`config.mk`:
```
export PLATFORM = sky130hd
export DESIGN_NAME = req_ack_ctrl
export DESIGN_NICKNAME = d
export VERILOG_FILES = /design/src/hdl/req_ack_ctrl.sv
export SDC_FILE = /design/constraint.sdc
export NUM_CORES = 1
export LEC_CHECK = 0
export ABC_AREA = 1
export BUFFER_PORTS_ARGS = -buffer_cell sky130_fd_sc_hd__buf_4
export CELL_PAD_IN_SITES_DETAIL_PLACEMENT = 2
export CELL_PAD_IN_SITES_GLOBAL_PLACEMENT = 2
export CORE_AREA = 2 2 39 41
export CTS_CLUSTER_DIAMETER = 50
export CTS_CLUSTER_SIZE = 8
export DETAILED_ROUTE_END_ITERATION = 8
export DIE_AREA = 0 0 41 43
export MAX_ROUTING_LAYER = met4
export PLACE_DENSITY_LB_ADDON = 0.1
export SYNTH_ARGS = -nofsm -noshare
export SYNTH_HDL_FRONTEND = slang
export SYNTH_SLANG_ARGS = --single-unit
```
`constraint.sdc`:
```
create_clock -name clk -period 0.9 [get_ports clk]
set_input_delay 0.045 -clock clk [delete_from_list [all_inputs] [get_ports clk]]
set_output_delay 0.045 -clock clk [all_outputs]
set_load 0.02 [all_outputs]
```
`src/hdl/req_ack_ctrl.sv`:
```
// four-phase req/ack controller that sequences capture, multiply and sum for the datapath
`default_nettype none

module req_ack_ctrl (
    input  logic clk,
    input  logic rst_n,
    input  logic req_i,
    output logic capture_o,
    output logic sum_en_o,
    output logic ack_o
);

    typedef enum logic [2:0] {
        st_idle,
        st_capture,
        st_multiply,
        st_sum,
        st_hold,
        st_release
    } state_t;

    state_t state_q;
    state_t state_d;

    always_comb
    begin
        state_d = state_q;
        case (state_q)
            st_idle:
                if (req_i)
                    state_d = st_capture;
            st_capture:  state_d = st_multiply;
            st_multiply: state_d = st_sum;
            st_sum:      state_d = st_hold;
            // wait for the requester to drop req
            st_hold:
                if (!req_i)
                    state_d = st_release;
            // ack is low here, a new request may already be up
            st_release:  state_d = req_i ? st_capture : st_idle;
            default:     state_d = st_idle;
        endcase
    end

    always_ff @(posedge clk or negedge rst_n)
    begin
        if (!rst_n)
            state_q <= st_idle;
        else
            state_q <= state_d;
    end

    // outputs decode straight from the state register
    assign capture_o = (state_q == st_capture);
    assign sum_en_o  = (state_q == st_sum);
    assign ack_o     = (state_q == st_hold);

endmodule

`default_nettype wire

```
==> results by group, run 1 <==
Timing
  – Rel. slew slack: 87.8%
  – Setup TNS: -0.477 ns
  – Min Tclk post-route: 1.07 ns
  – RSZ-0062 raised after global routing: true
  – Worst Tran Pin Value: 0.182 ns
  – Tcrit/Tclk final: 119%
  – Final Max Slew Viols: 0
  – Count of final hold-check violations: 0
  – F_max: 932 MHz
  – Clk_skew: 0.00141 ns
  – Setup violators final: 3
  – Hold slack: 0.140 ns
  – Setup ws final: -0.173 ns

Worst setup path
  – Crit path DAT: 1.03 ns
  – Worst Setup SP: state_q[1]
  – Reg2Reg Depth: 5
  – Reg-to-Reg End: state_q[0]
  – CP Max Fanout: 3
  – Crit end category: output pin
  – Crit Path Category: reg2out
  – R2R setup slack: 0.07 ns
  – R2r startpoint: state_q[1]
  – CP startpoint kind: register
  – Critical Path RT: 0.85 ns
  – Worst Setup EP: capture_o

Placed design
  – RD Place Congestion: 0.593
  – Dpl cell area: 210 um2
  – Port-buffer cells: 5
  – DPL Wire Length: 334 um

Logic synthesis
  – XOR/XNOR share of the synthesized area: 0%
  – Yosys warns: 0
  – Avg Inst Size Synth: 6.64 um2
  – Adder-cell share of the synthesized area: 0%
  – Simple-gate share of the synthesized area: 34.4%
  – Synth Cell Area: 153 um2
  – Main combinational cell family by area after synthesis: simple AND/OR/NAND/NOR gates
  – Distinct cell type count after synthesis: 6
  – Syn Nets: 26
  – Mux cell area share after synthesis: 0%
  – Sequential element share of the synthesized area: 49.2%
  – Post-Syn Instances: 23
  – Flops & latches, synth: 3
  – Synth Area in Compound Gates: 6.56%

Clocking
  – Worst skew pair latency: 0.23 ns
  – Num CTS Buffers: 3
  – CTS tree: done
  – # H-tree levels: 1
  – Max Root-Sink Buffers: 2
  – CTS Sinks: 3
  – CTS clk-pin slew, worst paths: 0.04 ns
  – Root buffer cell: clkbuf_4

Global routing
  – Total GRT Usage: 6.69%
  – Initial antenna violation count: 0
  – First-pass GRT wire length: 717 um
  – Grt peak-use layer: met2
  – Largest net degree at the start of global routing: 7
  – Met2 capacity usage during global routing: 8.44%
  – Met1 usage: 7.40%
  – Met3 Use GR: 3.14%
  – Grt ovf: 0
  – Vias in the first global route: 189

Die
  – Initial core utilization: 11.0%
  – Die Area: 1760 um2
  – Io pins: 6
  – Core Region: 1380 um2
  – Die Y: 43 um
  – Row cnt: 14
  – Die X-Extent: 41 um

Cells and area
  – Largest regs: state_q: 3 flops
  – Largest Register: state_q
  – Ant. Diodes: 0
  – Commonest non-fill, non-tap cell in the layout: nand2_1
  – Layout area overhead: 80.3%
  – Max reg flops: 3
  – Nets: 38
  – Fraction of layout cells with a size suffix above 1: 50.0%
  – Fin area: 275 um2
  – Commonest non-fill, non-tap cells in the layout: nand2_1, buf_4, nor2_1, clkbuf_4

Route
  – Post-route ant nets: 0
  – Drc violations: 0
  – WL final: 435 um
  – Via density: 3.54
  – Total vias in the final route: 177
  – DRT iter0 DRCs: 2
  – Drt first pass iters: 2
  – WL/cell: 8.70 um

Power and ir drop
  – LEAKAGE: 0.146 nW
  – PD cells: 3630 nW/um2
  – Maximum VDD drop: 1.10 mV

Status
  – Outcome: finished with violations
  – Violated checks: setup timing

Worst hold path
  – Worst min-delay path class: in2async

Job
  – Max-cap viol count: 0
[kinds of logic (layout without fill, tap and decap cells)]
| kind of cell | Yosys count | count (layout) |
|---|---|---|
| AO/OA/AOI/OAI | 2 | 2 |
| buffers and inverters | 4 | 15 |
| flip-flops | 3 | 3 |
| AND/OR/NAND/NOR | 14 | 14 |
[repair_timing]
item / CTS / global route
setup buffers: 0 / 1
hold buffers: 1 / 0
hold endpoints to repair: 3 / 0
endpoints found under the setup margin: 3 / 4
pin swaps: 0 / 2
gates resized for setup: 2 / 8
[report_power, final]
part	leakage, nW	internal [W]	total [W]	switching, W
Sequential	0.0347	0.000206	0.000314	0.000107
Combinational	0.0958	0.000208	0.000457	0.000248
Clock	0.0150	0.000166	0.000229	0.0000635
Total	0.146	0.000581	0.000999	0.000419
[final cells by class]
class                           count  area [um2]
Timing Repair Buffer                7        58.8
Tap cell                           16        20.0
Inverter                            4        15.0
Clock buffer                        4        26.3
Fill cell                         179        1110
Multi-Input combinational cell     16        77.6
Sequential cell                     3        77.6
[stage by stage]
| step | power [W] | utilization, % | setup slack (ns) | cells |
|---|---|---|---|---|
| 2_1_floorplan | 0.000491 | - | 0.0819 | 23 |
| 3_3_place_gp | 0.000643 | 15.2 | 0.0414 | 44 |
| 3_5_place_dp | 0.000643 | 15.2 | 0.0373 | 44 |
| 4_1_cts | 0.000913 | 18.3 | -0.183 | 49 |
| 5_1_grt | 0.00110 | 19.9 | -0.242 | 50 |
| 6_report | 0.000999 | 19.9 | -0.173 | 50 |
[synthesized netlist by cell type]
cell,count,area (um2)
nor2_1,5,18.8
nand2_1,9,33.8
dfrtp_1,3,75.1
o21ai_0,1,5.00
a21oi_1,1,5.00
inv_1,4,15.0
[routing by layer]
| metal | share of wire (%) | vias up | routed length [um] |
|---|---|---|---|
| li1 | - | 89 | - |
| met1 | 38 | 85 | 167 |
| met2 | 57 | 3 | 248 |
| met3 | 4.4 | 0 | 19 |
| met4 | 0 | 0 | 0 |
| met5 | 0 | - | 0 |
[how the worst min path moves through the flow]
stage | startpoint | to
after floorplan | rst_n | state_q[0]
after CTS | rst_n | state_q[0]
after global placement | rst_n | state_q[2]
after global routing | rst_n | state_q[1]
after detailed placement | rst_n | state_q[1]
final | rst_n | state_q[0]
[critical path, cell delays in order (launching register included)]
cell and delay, ns:
dfrtp_1 0.42, inv_2 0.09, nand2_2 0.06, nor2_2 0.10
buf_4 0.14
Note: power is estimated with default switching activity, not from simulation.
==> run 2, diff against run 1 <==
--- a/config.mk
+++ b/config.mk
@@ -6,14 +6,13 @@
 export NUM_CORES = 1
 export LEC_CHECK = 0
 export ABC_AREA = 1
-export BUFFER_PORTS_ARGS = -buffer_cell sky130_fd_sc_hd__buf_4
 export CELL_PAD_IN_SITES_DETAIL_PLACEMENT = 2
 export CELL_PAD_IN_SITES_GLOBAL_PLACEMENT = 2
 export CORE_AREA = 2 2 39 41
 export CTS_CLUSTER_DIAMETER = 50
-export CTS_CLUSTER_SIZE = 8
 export DETAILED_ROUTE_END_ITERATION = 8
 export DIE_AREA = 0 0 41 43
+export DONT_BUFFER_PORTS = 1
 export MAX_ROUTING_LAYER = met4
 export PLACE_DENSITY_LB_ADDON = 0.1
 export SYNTH_ARGS = -nofsm -noshare
==> run 2 against run 1 <==
Compared with the run above:
- the flow still finishes with violations (setup timing)
- first-iteration DRC count did not move
- sequential share of layout area increased by 1.7 points
- via count down 1.1%
- worst hold slack lost 0.089 ns
- total power down 1.5%
- utilization shrank 1.7 points
- clock power barely moved
- cell count fell by 2.0%
- critical path type unchanged
- critical endpoint unchanged
==> results by group, run 2 (same netlist as run 1, synthesis figures left out) <==
Status
  – Outcome: finished with violations
  – Violated checks: setup timing

Power and ir drop
  – PD cells: 3920 nW/um2 (+7.8%)
  – Tot Pwr: 0.000985 W (-1.5%)
  – Maximum VDD drop: 0.881 mV (-20%)
  – LEAKAGE: 0.141 nW (-2.9%)

Worst setup path
  – Crit end category: output pin
  – Crit path DAT: 1.03 ns (about the same)
  – R2R setup slack: 0 ns (-0.07 ns)
  – Reg2Reg Depth: 6 (+1)
  – CP startpoint kind: register
  – CP Max Fanout: 3 (unchanged)
  – Crit Path Category: reg2out
  – Critical Path RT: 0.85 ns (about the same)

Route
  – Drt first pass iters: 2 (unchanged)
  – Total vias in the final route: 175 (-1.1%)
  – Post-route ant nets: 0 (unchanged)
  – DRT iter0 DRCs: 2 (unchanged)
  – WL/cell: 9.82 um (+13%)
  – Via density: 3.57 (+0.89%)
  – WL final: 481 um (+11%)
  – Drc violations: 0 (unchanged)

Clocking
  – CTS tree: done
  – Worst skew pair latency: 0.23 ns (about the same)
  – Root buffer cell: clkbuf_4
  – CTS clk-pin slew, worst paths: 0.04 ns (about the same)
  – CTS Sinks: 3 (unchanged)
  – Max Root-Sink Buffers: 2 (unchanged)
  – # H-tree levels: 1 (unchanged)
  – Num CTS Buffers: 3 (unchanged)

Timing
  – Setup violators final: 3 (unchanged)
  – Clk_skew: 0.000788 ns (-0.000619 ns)
  – Setup ws final: -0.173 ns (-0.000318 ns)
  – Count of final hold-check violations: 0 (unchanged)
  – Tcrit/Tclk final: 119% (about the same)
  – Min Tclk post-route: 1.07 ns (+0.000318 ns)
  – Hold slack: 0.0516 ns (-0.0888 ns)
  – Worst Tran Pin Value: 0.177 ns (-0.00491 ns)
  – F_max: 932 MHz (about the same)
  – Rel. slew slack: 88.1% (+0.33 points)
  – RSZ-0062 raised after global routing: true
  – Final Max Slew Viols: 0 (unchanged)

Cells and area
  – Commonest non-fill, non-tap cells in the layout: nand2_1, buf_4, nor2_1
  – Ant. Diodes: 0 (unchanged)
  – Largest Register: state_q
  – Fraction of layout cells with a size suffix above 1: 36.4% (-14 points)
  – Layout area overhead: 64.8%
  – Max reg flops: 3 (unchanged)
  – Commonest non-fill, non-tap cell in the layout: nand2_1
  – Fin area: 251 um2 (-8.6%)
  – Largest regs: state_q: 3 flops
  – Fillcell total: 177 (-1.1%)
  – Nets: 37 (-2.6%)

Placed design
  – Port-buffer cells: 0 (-5)
  – Dpl cell area: 188 um2 (-11%)
  – DP Worst Slack: 0.0585 ns (+0.0212 ns)
  – RD Place Congestion: 0.534 (-9.8%)

Job
  – Max-cap viol count: 0 (unchanged)

Global routing
  – Largest net degree at the start of global routing: 7 (unchanged)
  – Vias in the first global route: 209 (+11%)
  – Grt ovf: 0 (unchanged)
  – First-pass GRT wire length: 821 um (+15%)
  – Total GRT Usage: 7.63% (+0.94 points)
  – Initial antenna violation count: 0 (unchanged)

Die
  – Io pins: 6 (unchanged)
  – Initial core utilization: 11.0% (unchanged)
  – Core Region: 1380 um2 (unchanged)
  – Die X-Extent: 41 um (unchanged)
  – Row cnt: 14 (unchanged)
  – Die Y: 43 um (unchanged)
  – Die Area: 1760 um2 (unchanged)

Worst hold path
  – Worst min-delay path class: in2reg
  – Hold Crit Depth: 4
[run 2: path summary, 6_finish.rpt]
kind / endpoint / start
setup / recovery: capture_o / state_q[1]
hold / removal: state_q[0] / req_i
setup reg to reg: state_q[0] / state_q[1]
hold reg to reg: state_q[2] / state_q[2]
max in group asynchronous: state_q[1] / rst_n
min in group asynchronous: state_q[0] / rst_n
[run 2: cell type report]
cell class / count / area [um2] / area share [%]
flip-flops and latches: 3 / 75.1 / 29.9
multi-input cells: 16 / 67.6 / 26.9
repair buffers: 6 / 47.5 / 18.9
clock buffers: 4 / 26.3 / 10.4
well taps: 16 / 20.0 / 7.96
inverters: 4 / 15.0 / 5.97
[run 2: timing repair]
item | in CTS | in global routing
pin swaps | 0 | 1
resized for setup | 2 | 2
setup endpoints to repair | 3 | 5
hold endpoints to repair | 3 | 0
hold buffers | 1 | 0
setup buffers | 2 | 2
[run 2: routing by layer]
metal | vias up | GRT usage (%) | wire length, um
met1 | 84 | 6.47 | 178
met3 | 0 | 3.14 | 26
met2 | 3 | 12.2 | 276
li1 | 88 | - | -
met5 | - | - | 0
met4 | 0 | 6.00 | 0
[run 2: per-stage QoR]
| stage | util, % | instances | TNS, ns |
|---|---|---|---|
| after floorplan | - | 23 | 0 |
| after global placement | 13.6 | 41 | 0 |
| after detailed placement | 13.6 | 41 | 0 |
| after CTS | 17.3 | 48 | -0.423 |
| after global routing | 18.2 | 49 | -0.717 |
| final | 18.2 | 49 | -0.439 |
[run 2: critical path, stage by stage (launching register included)]
cell and delay (ns):
dfrtp_1 0.41, inv_2 0.07, nand2_1 0.06, nor2_1 0.10, buf_4 0.16
[run 2: power breakdown]
group	internal (W)	switching, W	total (W)
Combinational	0.000215	0.000257	0.000472
Sequential	0.000199	0.0000817	0.000281
Clock	0.000166	0.0000660	0.000232
==> run 3, diff against run 2 <==
--- a/config.mk
+++ b/config.mk
@@ -5,7 +5,7 @@
 export SDC_FILE = /design/constraint.sdc
 export NUM_CORES = 1
 export LEC_CHECK = 0
-export ABC_AREA = 1
+export ABC_AREA = 0
 export CELL_PAD_IN_SITES_DETAIL_PLACEMENT = 2
 export CELL_PAD_IN_SITES_GLOBAL_PLACEMENT = 2
 export CORE_AREA = 2 2 39 41
@@ -15,6 +15,7 @@
 export DONT_BUFFER_PORTS = 1
 export MAX_ROUTING_LAYER = met4
 export PLACE_DENSITY_LB_ADDON = 0.1
+export RECOVER_POWER = 25
 export SYNTH_ARGS = -nofsm -noshare
 export SYNTH_HDL_FRONTEND = slang
 export SYNTH_SLANG_ARGS = --single-unit
==> run 3 against run 2 <==
Compared with the run above:
- the flow still finishes with violations (setup timing)
- cell count down 8.2%
- via count decreased by 4.0%
- clock power grew 2%
- highest routed layer unchanged
- first-iteration DRC count did not move
- count of clock-buffer cells in the layout unchanged
- setup slack improved by 0.030 ns
- worst hold slack lost 0.0058 ns
- critical path type unchanged
- synthesized cell count down 35%
==> results by group, run 3 <==
Route
  – WL final: 484 um (+0.62%)
  – WL/cell: 10.8 um (+9.6%)
  – DRT iter0 DRCs: 2 (unchanged)
  – Via density: 3.73 (+4.5%)
  – Drt first pass iters: 2 (unchanged)
  – Drc violations: 0 (unchanged)
  – Total vias in the final route: 168 (-4.0%)
  – Post-route ant nets: 0 (unchanged)

Power and ir drop
  – PD cells: 3870 nW/um2 (-1.2%)
  – LEAKAGE: 0.149 nW (+5.8%)
  – Maximum VDD drop: 0.734 mV (-17%)

Clocking
  – Max Root-Sink Buffers: 2 (unchanged)
  – Num CTS Buffers: 3 (unchanged)
  – CTS tree: done
  – # H-tree levels: 1 (unchanged)
  – CTS Sinks: 3 (unchanged)
  – Worst skew pair latency: 0.23 ns (about the same)
  – Root buffer cell: clkbuf_4
  – CTS clk-pin slew, worst paths: 0.04 ns (about the same)

Worst setup path
  – CP Max Fanout: 4 (+1)
  – Crit path DAT: 1.00 ns (-0.03 ns)
  – Critical Path RT: 0.85 ns (about the same)
  – CP startpoint kind: register
  – Crit path cell chain: nor3b_2 -> buf_4
  – Crit Path Category: reg2out
  – Slowest stage delay, CP: 0.43 ns (+0.02 ns)
  – Slowest-stage cell, CP: dfrtp_2
  – Crit end category: output pin

Timing
  – F_max: 959 MHz (+2.9%)
  – Rel. slew slack: 85.6% (-2.5 points)
  – Setup TNS: -0.564 ns (-0.125 ns)
  – Count of final hold-check violations: 0 (unchanged)
  – Worst Tran Pin Value: 0.216 ns (+0.0390 ns)
  – Setup ws final: -0.143 ns (+0.0299 ns)
  – RSZ-0062 raised after global routing: true
  – Final Max Slew Viols: 0 (unchanged)
  – Tcrit/Tclk final: 116% (-3.3 points)
  – Hold slack: 0.0458 ns (-0.00576 ns)
  – Setup violators final: 5 (+2)
  – Min Tclk post-route: 1.04 ns (-0.0299 ns)
  – Clk_skew: 0.000125 ns (-0.000663 ns)

Placed design
  – DPL Wire Length: 300 um
  – Port-buffer cells: 0 (unchanged)
  – RD Place Congestion: 0.514 (-3.8%)
  – Dpl cells: 36 (-12%)

Logic synthesis
  – Distinct cell type count after synthesis: 10 (+4)
  – Syn Nets: 18 (-31%)
  – Cell with the most instances after synthesis: nor2_1
  – Asr flop ratio synth: 100% (unchanged)
  – Flops & latches, synth: 3 (unchanged)
  – Post-synth EDFFs: 0 (unchanged)
  – Synth Cell Area: 151 um2 (-0.82%)
  – Top_reg_cell synth: dfrtp_1
  – Post-synth top cells: nor2_1, dfrtp_1
  – Yosys warns: 0 (unchanged)
  – Sequential element share of the synthesized area: 49.6% (+0.41 points)
  – Post-synth top area share: 49.6% (+0.41 points)
  – Post-Syn Instances: 15 (-35%)
  – Avg Inst Size Synth: 10.1 um2 (+52%)
  – Cell accounting for the most synthesized area: dfrtp_1
  – Largest cells by area after synthesis: dfrtp_1, nor2_1, buf_6

Global routing
  – Met3 Use GR: 3.14% (unchanged)
  – First-pass GRT wire length: 924 um (+13%)
  – Met2 capacity usage during global routing: 11.9% (-0.31 points)
  – Grt ovf: 0 (unchanged)
  – Total GRT Usage: 8.24% (+0.61 points)
  – Grt peak-use layer: met2
  – Largest net degree at the start of global routing: 6 (-1)
  – Vias in the first global route: 191 (-8.6%)
  – Initial antenna violation count: 0 (unchanged)
  – Met1 usage: 9.68% (+3.2 points)

Die
  – Initial core utilization: 10.9% (-0.090 points)
  – Row cnt: 14 (unchanged)
  – Io pins: 6 (unchanged)
  – Core Region: 1380 um2 (unchanged)
  – Die Y: 43 um (unchanged)
  – Die X-Extent: 41 um (unchanged)
  – Die Area: 1760 um2 (unchanged)

Cells and area
  – Nets: 33 (-11%)
  – Largest Register: state_q
  – Ant. Diodes: 0 (unchanged)
  – Commonest non-fill, non-tap cells in the layout: buf_6, clkbuf_4, dfrtp_2
  – Largest regs: state_q: 3 flops
  – Final Non-Filler Cells: 45 (-8.2%)
  – Final core occ: 25.8% (+7.6 points)
  – Layout area overhead: 136%
  – Fraction of layout cells with a size suffix above 1: 79.3% (+43 points)
  – Max reg flops: 3 (unchanged)
  – Commonest non-fill, non-tap cell in the layout: buf_6

Worst hold path
  – Worst min-delay path class: in2reg

Status
  – Outcome: finished with violations
  – Violated checks: setup timing

Job
  – Max-cap viol count: 0 (unchanged)
## run 3: what timing repair did
item	4_1_cts	5_1_grt
hold endpoints to repair	4	0
gates resized for setup	13	5
hold buffers	2	0
endpoints found under the setup margin	5	6
pin swaps	3	3
setup buffers	3	1
## run 3: kinds of logic after synthesis
logic type      count (synthesis)  share of synthesized area [%]
compound gates                  2                           9.92
simple gates                    7                           21.5
xor+xnor                        2                           11.6
flops                           3                           49.6
buf+inv                         1                           7.44
## run 3: layout make-up
type                    count  area, um2
clock buffers               4       26.3
flip-flops and latches      3       78.8
well taps                  16       20.0
fillers                   160       1030
repair buffers             11        114
multi-input cells          11        118
## run 3: worst max-delay path: cells and delay by family, from the launching register on
kind,cells,cell delay (ns)
simple gates,1,0.18
flops,1,0.43
buf+inv,1,0.16
## run 3: per-layer routing
layer | vias up | share of wire [%]
li1 | 77 | -
met1 | 87 | 41
met2 | 4 | 56
met3 | 0 | 3.3
met4 | 0 | 0
met5 | - | 0
## run 3: through the flow
step                      cell area, um2  worst slack, ns  total power (W)
after floorplan                      159           0.0556         0.000566
after global placement               213          -0.0431         0.000749
after detailed placement             213          -0.0207         0.000748
after CTS                            339           -0.152          0.00131
after global routing                 357           -0.183          0.00148
final                                357           -0.143          0.00138
## run 3: worst paths after layout
| kind | from | end | slack (ns) | cells after the start |
|---|---|---|---|---|
| setup / recovery | state_q[2] | capture_o | -0.14 | 2 |
| hold / removal | req_i | state_q[0] | 0.05 | 2 |
| setup reg to reg | state_q[0] | state_q[0] | -0.08 | 3 |
| hold reg to reg | state_q[2] | state_q[1] | 0.51 | 1 |
| max in group asynchronous | rst_n | state_q[2] | 0.63 | 1 |
| min in group asynchronous | rst_n | state_q[0] | 0.09 | 1 |
## run 3: where the power goes
group / leakage, nW / switching (W) / internal, W / total [W]
registers: 0.0339 / 0.000109 / 0.000210 / 0.000319
clock network: 0.0150 / 0.0000708 / 0.000166 / 0.000237
logic: 0.101 / 0.000325 / 0.000499 / 0.000824
total: 0.149 / 0.000505 / 0.000875 / 0.00138
